**src/tlb_consts.svh**
```systemverilog
// Cache geometry and timing constants, included by the package and the testbench
`ifndef TLB_CONSTS_SVH
`define TLB_CONSTS_SVH

// ==================================================
// Geometry
// ==================================================

// Number of sets and the width of a set index
`define TLB_SETS 64
`define TLB_IDX_BITS 6

// Associativity and the width of a way number
`define TLB_WAYS 4
`define TLB_WAY_BITS 2

// Page number widths, all in the cache's own page size
`define TLB_VA_PAGE_BITS 20
`define TLB_PA_PAGE_BITS 20

// Virtual page bits left above the set index
`define TLB_TAG_BITS 14

// ==================================================
// Timing
// ==================================================

// Depth of the recent fill history
`define TLB_HIST_ENTRIES 4

// Cycles from a sampled lookup to its hit or miss pulse
`define TLB_LOOKUP_LATENCY 6

// Cycles from a flush pulse to the start of the sweep
`define TLB_FLUSH_DELAY 2

`endif

```
**src/tlb_pkg.sv**
```systemverilog
// Shared types of the translation cache, imported by every RTL module and the testbench
`default_nettype none

`include "tlb_consts.svh"

package tlb_pkg;

    // Page numbers. The low TLB_IDX_BITS of a virtual page select the set
    typedef logic [`TLB_VA_PAGE_BITS-1:0] t_va_page;
    typedef logic [`TLB_PA_PAGE_BITS-1:0] t_pa_page;

    typedef logic [`TLB_IDX_BITS-1:0] t_set_idx;
    typedef logic [`TLB_TAG_BITS-1:0] t_va_tag;

    // One bit per way, and a way number
    typedef logic [`TLB_WAYS-1:0] t_way_vec;
    typedef logic [`TLB_WAY_BITS-1:0] t_way_idx;

    // One stored translation. An all-zero entry is invalid
    typedef struct packed
    {
        logic     valid;
        t_va_tag  tag;
        t_pa_page pa;
    } t_tlb_entry;

    // Fill path states, in the order a fill walks through them
    typedef enum logic [2:0]
    {
        FILL_IDLE,
        FILL_CHECK_HISTORY,
        FILL_DROP_DUPS,
        FILL_PICK_WAY,
        FILL_INSERT
    } t_fill_state;

endpackage

`default_nettype wire

```
**src/tlb_lookup_pipe.sv**
```systemverilog
// Lookup pipeline that compares the read ways against the wanted tag and answers hit or miss
`timescale 1ns/1ns
`default_nettype none

`include "tlb_consts.svh"

module tlb_lookup_pipe
    import tlb_pkg::*;
(
    input  wire logic clk,
    input  wire logic reset,
    input  wire logic lookup_en,
    input  t_va_page  lookup_page_va,
    input  t_tlb_entry rdata [`TLB_WAYS],
    output logic      lookup_hit,
    output logic      lookup_miss,
    output t_pa_page  lookup_page_pa,
    output t_va_page  lookup_miss_va
);

    // ==================================================
    // Request state down the stages
    // ==================================================

    // Stage s holds the lookup sampled s edges earlier
    logic     stg_valid [0:4];
    t_va_page stg_va    [0:5];

    always_ff @(posedge clk)
    begin
        if (reset)
        begin
            for (int s = 0; s <= 4; s++)
            begin
                stg_valid[s] <= 1'b0;
            end
        end
        else
        begin
            stg_valid[0] <= lookup_en;
            for (int s = 1; s <= 4; s++)
            begin
                stg_valid[s] <= stg_valid[s-1];
            end
        end
    end

    always_ff @(posedge clk)
    begin
        stg_va[0] <= lookup_page_va;
        for (int s = 1; s <= 5; s++)
        begin
            stg_va[s] <= stg_va[s-1];
        end
    end

    // ==================================================
    // Tag comparison
    // ==================================================

    // Stage 2 copies the way data, which the RAMs return during stage 1
    t_tlb_entry s2_rdata [`TLB_WAYS];

    // Stage 3 keeps the raw xor so stage 4 only has a wide NOR per way
    t_va_tag  s3_xor   [`TLB_WAYS];
    t_way_vec s3_valid;
    t_pa_page s3_pa    [`TLB_WAYS];

    // Stage 4 has one match bit per way
    t_way_vec s4_match;
    t_pa_page s4_pa    [`TLB_WAYS];

    always_ff @(posedge clk)
    begin
        for (int w = 0; w < `TLB_WAYS; w++)
        begin
            s2_rdata[w] <= rdata[w];

            s3_xor[w]   <= s2_rdata[w].tag ^ stg_va[2][`TLB_VA_PAGE_BITS-1:`TLB_IDX_BITS];
            s3_valid[w] <= s2_rdata[w].valid;
            s3_pa[w]    <= s2_rdata[w].pa;

            s4_match[w] <= s3_valid[w] & ~(|s3_xor[w]);
            s4_pa[w]    <= s3_pa[w];
        end
    end

    // Lowest matching way wins, although a well-behaved fill path never
    // leaves two ways of a set with the same tag
    t_way_idx hit_way;

    always_comb
    begin
        hit_way = '0;
        for (int w = `TLB_WAYS-1; w >= 0; w--)
        begin
            if (s4_match[w])
            begin
                hit_way = t_way_idx'(w);
            end
        end
    end

    // ==================================================
    // Result and output stages
    // ==================================================

    logic     s5_hit;
    logic     s5_miss;
    t_pa_page s5_pa;

    always_ff @(posedge clk)
    begin
        if (reset)
        begin
            s5_hit      <= 1'b0;
            s5_miss     <= 1'b0;
            lookup_hit  <= 1'b0;
            lookup_miss <= 1'b0;
        end
        else
        begin
            s5_hit      <= stg_valid[4] & (|s4_match);
            s5_miss     <= stg_valid[4] & ~(|s4_match);
            lookup_hit  <= s5_hit;
            lookup_miss <= s5_miss;
        end
    end

    // Page outputs only mean something alongside their pulse
    always_ff @(posedge clk)
    begin
        s5_pa          <= s4_pa[hit_way];
        lookup_page_pa <= s5_pa;
        lookup_miss_va <= stg_va[5];
    end

endmodule

`default_nettype wire

```
**config.mk**
```make
export PLATFORM = sky130hd
export DESIGN_NAME = tlb_lookup_pipe
export DESIGN_NICKNAME = d
export VERILOG_FILES = /design/src/tlb_pkg.sv /design/src/tlb_lookup_pipe.sv
export VERILOG_INCLUDE_DIRS = /design/src
export SDC_FILE = /design/constraint.sdc
export NUM_CORES = 1
export LEC_CHECK = 0
export BUFFER_PORTS_ARGS = -buffer_cell sky130_fd_sc_hd__buf_4
export CAP_MARGIN = 15
export CORE_AREA = 2 2 189 191
export DETAILED_ROUTE_END_ITERATION = 8
export DIE_AREA = 0 0 191 193
export MAX_ROUTING_LAYER = met4
export PLACE_DENSITY = 0.59
export SYNTH_ARGS = -nofsm -noshare
export SYNTH_HDL_FRONTEND = slang
export SYNTH_SLANG_ARGS = --single-unit
```
**constraint.sdc**
```tcl
create_clock -name clk -period 1.31 [get_ports clk]
set_input_delay 0.1965 -clock clk [delete_from_list [all_inputs] [get_ports clk]]
set_output_delay 0.1965 -clock clk [all_outputs]
set_load 0.05 [all_outputs]
```
# Yosys cells after proc, flatten, opt, wreduce, memory -nomap -nowiden
# Memories as Yosys holds them, arrays and structs flattened. A register that Yosys moved wholly into a read port is not among the register bits.
# Index checks and enable logic that the tools add are counted.
# totals
regBits	32
latch_bits	0
ramBits	481
rom_bits	0
input_bits	163
out_inout_bits	42
wordCells	50
mem_count	6
# mem_list
memory	words	width	read_ports	rd_ports_with_merged_regs	write_ports	line_no	rtl
s2_rdata	4	35	4	0	4	tlb_lookup_pipe.sv:62	t_tlb_entry s2_rdata [`TLB_WAYS];
stg_va	6	20	6	1	6	tlb_lookup_pipe.sv:27	t_va_page stg_va [0:5];
s3_pa	4	20	4	0	4	tlb_lookup_pipe.sv:67	t_pa_page s3_pa [`TLB_WAYS];
s4_pa	4	20	1	1	4	tlb_lookup_pipe.sv:71	t_pa_page s4_pa [`TLB_WAYS];
s3_xor	4	14	4	0	4	tlb_lookup_pipe.sv:65	t_va_tag s3_xor [`TLB_WAYS];
stg_valid	5	1	5	0	5	tlb_lookup_pipe.sv:26	logic stg_valid [0:4];
# classes
addsub	0
mul	0
div	0
magnitude_cmp	0
eq_ne	0
n_shift	0
n_mux	12
bitwise	20
n_reduce_logical	5
# op_table
op	n
OR reduction 14 bit	4
bitwise XOR 14 bit	4
two-way mux 1 bit	8
two-way mux 2 bit	4
AND 1 bit	6
inverter 1 bit	5
OR 1 bit	5
OR reduction 4 bit	1

# Logic depth before layout (Yosys ltp)
# Gate-level depths: netlist of the first run.
# logic_depth
ltp_word	4
depth_mapped	5
depth_no_buf	3

# Worst setup path before layout of the first run
# No wires, ideal clock.
# synth_path
path_kind	flip-flop to flip-flop
start	register s4_match[1]
end	register s5_pa[2] (read register of s4_pa)
setup_time_ns	0.138
arrival_ns	1.112
t_required_ns	1.172
setup_slack_ns	0.060
path_stages_with_launch	5
path_buffers	1
period_less_slack_ns	1.250
path_cell_list	dfxtp_1 > or4b_4 > buf_6 > nor2_1 > a211oi_1
# synth_between
elab_chain_cells	2
# synth_rtl
item	line_no	rtl
from (decl)	tlb_lookup_pipe.sv:70	t_way_vec s4_match;
from (signal, indexed assignment)	tlb_lookup_pipe.sv:83	s4_match[w] <= s3_valid[w] & ~(|s3_xor[w]);
two-way mux 2 bit (2 in a row)	tlb_lookup_pipe.sv:97	if (s4_match[w])
to (decl)	tlb_lookup_pipe.sv:110	t_pa_page s5_pa;
# Every way passes these cells.
# A chain may end at the register's enable or synchronous reset.

# Final worst setup path of the first run
# layout_path
start	register s4_match[1]
end	register s5_pa[11] (read register of s4_pa)
# The elaborated chain is that of the path after synthesis.

==> results of run 1 <==
-- per-stage QoR --
| stage | power (uW) | instances | util (%) | area (um^2) | TNS (ns) |
|---|---|---|---|---|---|
| global placement | 19400 | 1406 | 41.5 | 14500 | -0.795 |
| floorplan | 18800 | 739 | - | 12400 | 0 |
| global route | 35900 | 1671 | 52.3 | 18300 | -0.601 |
| CTS | 35100 | 1670 | 51.8 | 18100 | -0.157 |
| finish | 34600 | 1671 | 52.3 | 18300 | -0.143 |
| detailed placement | 19400 | 1406 | 41.5 | 14500 | -1.09 |
-- Yosys cell counts --
cell type  count
nor4_1         9
buf_6          3
buf_2          6
nor2_1        17
or4b_4         1
nor3_1         5
xor2_1        56
nor4b_1        4
and4_1         4
dfxtp_1      553
clkbuf_1       4
or2_2          1
or2b_1         1
a211oi_1      20
nand2b_1       2
nor2b_1        7
o22ai_1       40
nor2_2         4
inv_1          2
-- area by class of cell --
| cell class | count | area [um^2] | share of cell area [%] |
|---|---|---|---|
| clock buffer | 73 | 1530 | 8.38 |
| multi-input combinational | 175 | 1400 | 7.65 |
| sequential | 553 | 11100 | 60.6 |
| inverter | 2 | 7.51 | 0.0410 |
| timing repair buffer | 383 | 3420 | 18.7 |
| tap | 461 | 577 | 3.15 |
| antenna | 1 | 2.50 | 0.0137 |
| clock inverter | 23 | 258 | 1.41 |
-- power groups by stage --
stage                     Combinational [uW]  Clock [uW]  Sequential [uW]
after floorplan                          149           0            18600
final                                   1350       15100            18100
after detailed placement                 923           0            18500
after global routing                    1440       16200            18200
after global placement                   919           0            18500
after CTS                               1340       15600            18100
-- per-layer routing --
layer	vias to the layer above	share of wire (%)	global-route usage [%]
li1	3292	-	-
met1	3000	41	14.1
met2	177	51	22.3
met3	50	4.8	3.00
met4	0	2.7	5.96
met5	-	0	-
-- how the worst max path moves through the flow --
stage                start  slack, ns         to  cells past startpoint
6_report       s4_match[1]      -0.03  s5_pa[11]                      3
4_1_cts        s4_match[0]      -0.03  s5_pa[13]                      3
3_3_place_gp   s4_match[2]      -0.06  s5_pa[15]                      3
5_1_grt        s4_match[1]      -0.06  s5_pa[15]                      3
2_1_floorplan  s4_match[1]       0.06   s5_pa[2]                      4
3_5_place_dp   s4_match[2]      -0.09  s5_pa[15]                      3
-- what timing repair did --
action,4_1_cts,5_1_grt
cloned,5,0
endpoints found under the hold margin,169,0
setup endpoints to repair,39,31
pin swaps,5,7
hold buffers,163,0
buffers inserted,0,0
resized for setup,47,41
-- kinds of logic (layout without fill, tap and decap cells) --
family          count (synthesis)  in the layout  share of synthesized area (%)
flops                         553            553                           89.5
other cells                     0              1                              0
simple gates                   55             59                           2.62
xor+xnor                       56             56                           3.96
compound gates                 60             60                           3.24
buf+inv                        15            481                          0.698
-- state kept, by name, summed over array words and instances, names as in the netlist --
signal	count
s3_xor	56
s5_miss	1
s5_pa	20
stg_valid	5
s4_pa	80
s2_rdata	140
s3_pa	80
stg_va	120
s5_hit	1
lookup_miss_va	20
lookup_miss	1
s4_match	4
s3_valid	4
lookup_hit	1
lookup_page_pa	20
-- layout by cell type, fill, tap and decap left out, drive strengths merged --
master and instances:
diode 1, or2b 1, o22ai 40, clkinvlp 5
inv 6, a211oi 20, nor4 9, or4b 4
clkbuf 73, and4 4, or2 2, nor2 21
nor3 5, bufinv 4, nor4b 4, clkinv 10
xor2 56, nand2b 2, dfxtp 553, buf 220
nor2b 7, dlygate4sd3 163
==> impl_metrics.py, run 1 <==
metrics = {
    "placement": {
        "dp_hpwl_um": 13600,
        "place_congestion": 0.711,
        "portBuffers": 204,
        "pre_cts_slack_ns": -0.0898,
    },
    "power_and_ir_drop": {
        "power.density_nw_per_um2": 1890,
        "p_sw_share_pct": 20.1,
        "pwr-share-comb_pct": 3.9,
        "leakage_uw": 0.00779,
        "p_seq_share_pct": 52.4,
        "clkPwrFrac_pct": 43.7,
        "p_int_uw": 27700,
        "power_switching_uw": 6960,
        "ir_drop_uv": 1250,
    },
    "hold_path": {
        "holdPathStages": 2,
        "hold_class": "input pin to register",
        "holdPathEnd": "s2_rdata[0][12]",
        "min-delay-start": "rdata[117]",
    },
    "sta": {
        "holdWs_ns": 0.268,
        "worst_slack_ns": -0.0286,
        "setup_violations": 8,
        "fmax_mhz": 747,
        "worst_pin_slew_ns": 0.473,
        "min_period_ns": 1.34,
        "rsz0062_at_grt": "yes",
        "fin_skew_ns": 0.0146,
        "finalHoldViolations": 0,
        "finalCritPeriodShare_pct": 102,
        "final-max-slew-violation-count": 0,
        "relSlewSlack_pct": 68.2,
    },
    "global_routing": {
        "antenna_found_initial": 2,
        "overflow": 0,
        "grt.total_usage_pct": 12.9,
        "grt_first_pass_wirelength_um": 34700,
        "grt_pass1_vias": 6719,
        "grt_max_degree": 16,
    },
    "logic_synthesis": {
        "synth_area_um2": 12400,
        "ys.warnings.count": 0,
        "ys_ff_latch": 553,
        "avgSynthCellArea_um2": 16.7,
        "syn-num-nets": 902,
        "synth_cells": 739,
        "synth.distinct_cells": 19,
        "yosysSeqAreaShare_pct": 89.5,
        "yosys.area.top_type_share_pct": 89.5,
        "synthTopCellsByArea": "dfxtp_1, xor2_1, o22ai_1, a211oi_1, nor2_1",
        "yosys.area.top_type": "dfxtp_1",
    },
    "worst_setup_path": {
        "rr_endpoint": "s5_pa[11]",
        "worstPathCellList": "or4b_4, nor2_1, a211oi_1",
        "cp_max_fo": 5,
        "crit_family": "simple AND/OR/NAND/NOR gates",
        "worstPathArrival_ns": 1.77,
        "max_stage_delay_ns": 0.65,
        "crit_slowest_cell": "or4b_4",
        "path_buf_inv": 0,
        "r2r-start": "s4_match[1]",
        "path_class": "register to register",
        "required_ns": 1.74,
        "cp-end-kind": "register",
        "worstSetupStartpointType": "register",
        "r2r_cells": 3,
        "r2r_setup_slack_ns": -0.03,
    },
    "floorplanning": {
        "initial_core_util_pct": 35.4,
        "core_region_area_um2": 35000,
        "ioPinCount": 205,
        "die_x_um": 191,
        "die_area_um2": 36900,
        "dieHeight_um": 193,
        "rows": 69,
    },
    "run_status": {
        "violations": "negative setup slack",
        "run_status": "complete, but fails checks",
    },
    "drt": {
        "via_count": 6519,
        "antenna_violating_nets_post_route": 0,
        "drc_errors": 0,
        "drt_pass1_iterations": 4,
        "drt-initial-drc-count": 121,
        "postRouteWirelength_um": 23500,
        "avgViaCountPerCell": 3.90,
        "wl_per_cell_um": 14.0,
    },
    "clock_tree": {
        "cts_sinks": 553,
        "worstSkewPairLatency_ns": 0.57,
        "numCtsBuffers": 52,
        "clockRootBuffer": "clkbuf_16",
        "clk_transition_reported_paths_ns": 0.06,
        "cts_buffer_depth": 3,
        "h-tree-depth": 2,
        "cts_tree": "built",
    },
    "layout": {
        "nets": 1330,
        "fillers": 2815,
        "layout-drive-gt1-share_pct": 29.9,
        "syn_to_final_growth_pct": 47.9,
    },
    "job": {
        "drv_cap": 0,
    },
}
Power figures use the tool's default switching activity.
==> run 2, diff against run 1 <==
--- a/config.mk
+++ b/config.mk
@@ -13,6 +13,7 @@
 export DIE_AREA = 0 0 191 193
 export MAX_ROUTING_LAYER = met4
 export PLACE_DENSITY = 0.59
+export SKIP_LAST_GASP = 1
 export SYNTH_ARGS = -nofsm -noshare
 export SYNTH_HDL_FRONTEND = slang
 export SYNTH_SLANG_ARGS = --single-unit
==> constraint.sdc (replaced) <==
create_clock -name clk -period 1.22 [get_ports clk]
set_input_delay 0.183 -clock clk [delete_from_list [all_inputs] [get_ports clk]]
set_output_delay 0.183 -clock clk [all_outputs]
set_load 0.05 [all_outputs]
==> impl_metrics.py, run 2 (synthesis results as in run 1) <==
metrics = {
    "run_status": {
        "run_status": "complete, but fails checks",
        "violations": "negative setup slack",
    },
    "global_routing": {
        "grt_max_degree": 21,
        "overflow": 0,
        "grt.total_usage_pct": 13.5,
        "grt_pass1_vias": 6845,
        "grt_first_pass_wirelength_um": 36000,
        "antenna_found_initial": 0,
    },
    "hold_path": {
        "holdPathStages": 2,
        "hold_class": "input pin to register",
        "holdPathEnd": "s2_rdata[3][1]",
        "min-delay-start": "rdata[1]",
    },
    "power_and_ir_drop": {
        "p_seq_share_pct": 52.2,
        "p_sw_share_pct": 20.1,
        "ir_drop_uv": 1370,
        "p_int_uw": 29900,
        "pwr-share-comb_pct": 4.1,
        "leakage_uw": 0.00801,
        "clkPwrFrac_pct": 43.7,
        "power_switching_uw": 7500,
        "power.density_nw_per_um2": 1970,
    },
    "layout": {
        "max_flop_register": "s2_rdata",
        "syn_to_final_growth_pct": 53.6,
        "mostFrequentLayoutCell": "dfxtp_1",
        "layout-drive-gt1-share_pct": 35.0,
        "diodes": 0,
        "nets": 1335,
        "fillers": 2725,
        "largest_reg_flops": 140,
        "layout_common_cells": "dfxtp_1, buf_4, dlygate4sd3_1",
        "largest_registers": "s2_rdata: 140 flops, stg_va: 120 flops",
    },
    "drt": {
        "postRouteWirelength_um": 25500,
        "drc_errors": 0,
        "antenna_violating_nets_post_route": 0,
        "avgViaCountPerCell": 3.94,
        "via_count": 6603,
        "wl_per_cell_um": 15.2,
        "drt-initial-drc-count": 198,
        "drt_pass1_iterations": 4,
    },
    "sta": {
        "min_period_ns": 1.34,
        "finalSetupTns_ns": -2.29,
        "fmax_mhz": 748,
        "finalHoldViolations": 0,
        "finalCritPeriodShare_pct": 110,
        "rsz0062_at_grt": "yes",
        "final-max-slew-violation-count": 0,
        "setup_violations": 59,
        "relSlewSlack_pct": 71.1,
        "worst_pin_slew_ns": 0.429,
        "worst_slack_ns": -0.117,
        "fin_skew_ns": 0.0193,
        "holdWs_ns": 0.245,
    },
    "clock_tree": {
        "h-tree-depth": 2,
        "clk_transition_reported_paths_ns": 0.07,
        "clockRootBuffer": "clkbuf_16",
        "cts_tree": "built",
        "numCtsBuffers": 52,
        "cts_buffer_depth": 3,
        "worstSkewPairLatency_ns": 0.58,
        "cts_sinks": 553,
    },
    "worst_setup_path": {
        "path_class": "register to register",
        "r2r_cells": 3,
        "cp-end-kind": "register",
        "worstSetupStartpointType": "register",
        "r2r-start": "s4_match[0]",
        "worstPathArrival_ns": 1.79,
        "required_ns": 1.68,
        "cp_max_fo": 5,
        "r2r_setup_slack_ns": -0.12,
        "rr_endpoint": "s5_pa[3]",
        "crit_path_start": "s4_match[0]",
    },
    "placement": {
        "dp_hpwl_um": 13300,
        "place_congestion": 0.685,
        "portBuffers": 204,
    },
    "floorplanning": {
        "die_area_um2": 36900,
        "ioPinCount": 205,
        "core_region_area_um2": 35000,
        "initial_core_util_pct": 35.4,
        "dieHeight_um": 193,
        "die_x_um": 191,
        "rows": 69,
    },
    "job": {
        "drv_cap": 0,
    },
}
run 2: cell count changes in the layout (fill, tap and decap cells not counted), moves of 12 or more:
| cell | before | now |
|---|---|---|
| dfxtp_1 | 537 | 507 |
| buf_4 | 189 | 170 |
| o22ai_1 | 28 | 4 |
| dfxtp_2 | 14 | 43 |
| buf_8 | 4 | 37 |
| o22ai_4 | 0 | 12 |
| buf_6 | 26 | 9 |
| o22ai_2 | 12 | 24 |
run 2: power groups by stage:
stage / Combinational [uW] / Sequential, uW / Clock [uW]
after floorplan: 160 / 20000 / 0
after global placement: 975 / 19900 / 0
after detailed placement: 982 / 19900 / 0
after CTS: 1490 / 19500 / 16800
after global routing: 1630 / 19600 / 17600
final: 1540 / 19500 / 16400
run 2: layout make-up:
class	instances	area, um^2	share of cell area, %
sequential	553	11100	58.6
timing repair buffer	389	3800	20.0
multi-input combinational	174	1700	8.92
clock buffer	75	1530	8.04
tap	461	577	3.03
clock inverter	22	263	1.38
inverter	2	7.51	0.0395
run 2: repair_timing:
action,CTS,global route
resized for setup,125,87
pin swaps,4,21
hold buffers,163,0
setup endpoints to repair,64,65
endpoints found under the hold margin,169,0
buffers inserted,0,1
gates cloned,5,5
run 2: layer usage:
layer  GRT usage (%)  vias to the layer above  routed length [um]
li1                -                     3311                   -
met1            14.7                     3046               10200
met2            23.1                      184               13200
met3            3.22                       62                1130
met4            6.98                        0                 945
met5               -                        -                   0
run 2: critical path: stages, from the launching register on:
cell and delay [ns]:
dfxtp_4 0.37, or4b_4 0.66, nor2_1 0.14, a211oi_1 0.06
run 2: worst max path at each step:
stage               cells past startpoint                  to  slack, ns
floorplan                               4            s5_pa[2]      -0.03
global placement                        3            s5_pa[2]      -0.15
detailed placement                      3            s5_pa[9]      -0.18
CTS                                     1  lookup_page_pa[19]       -0.1
global route                            3            s5_pa[8]      -0.17
finish                                  3            s5_pa[3]      -0.12
run 2: per-stage QoR:
stage               instance area [um^2]  std cells  total power [uW]  worst slack [ns]  utilization, %
finish                             19000       1676             37400            -0.117            54.4
detailed placement                 14600       1405             20800            -0.181            41.6
global route                       19000       1676             38800            -0.166            54.4
global placement                   14600       1405             20800            -0.151            41.6
CTS                                18400       1670             37800           -0.0963            52.7
floorplan                          12400        739             20100           -0.0262               -
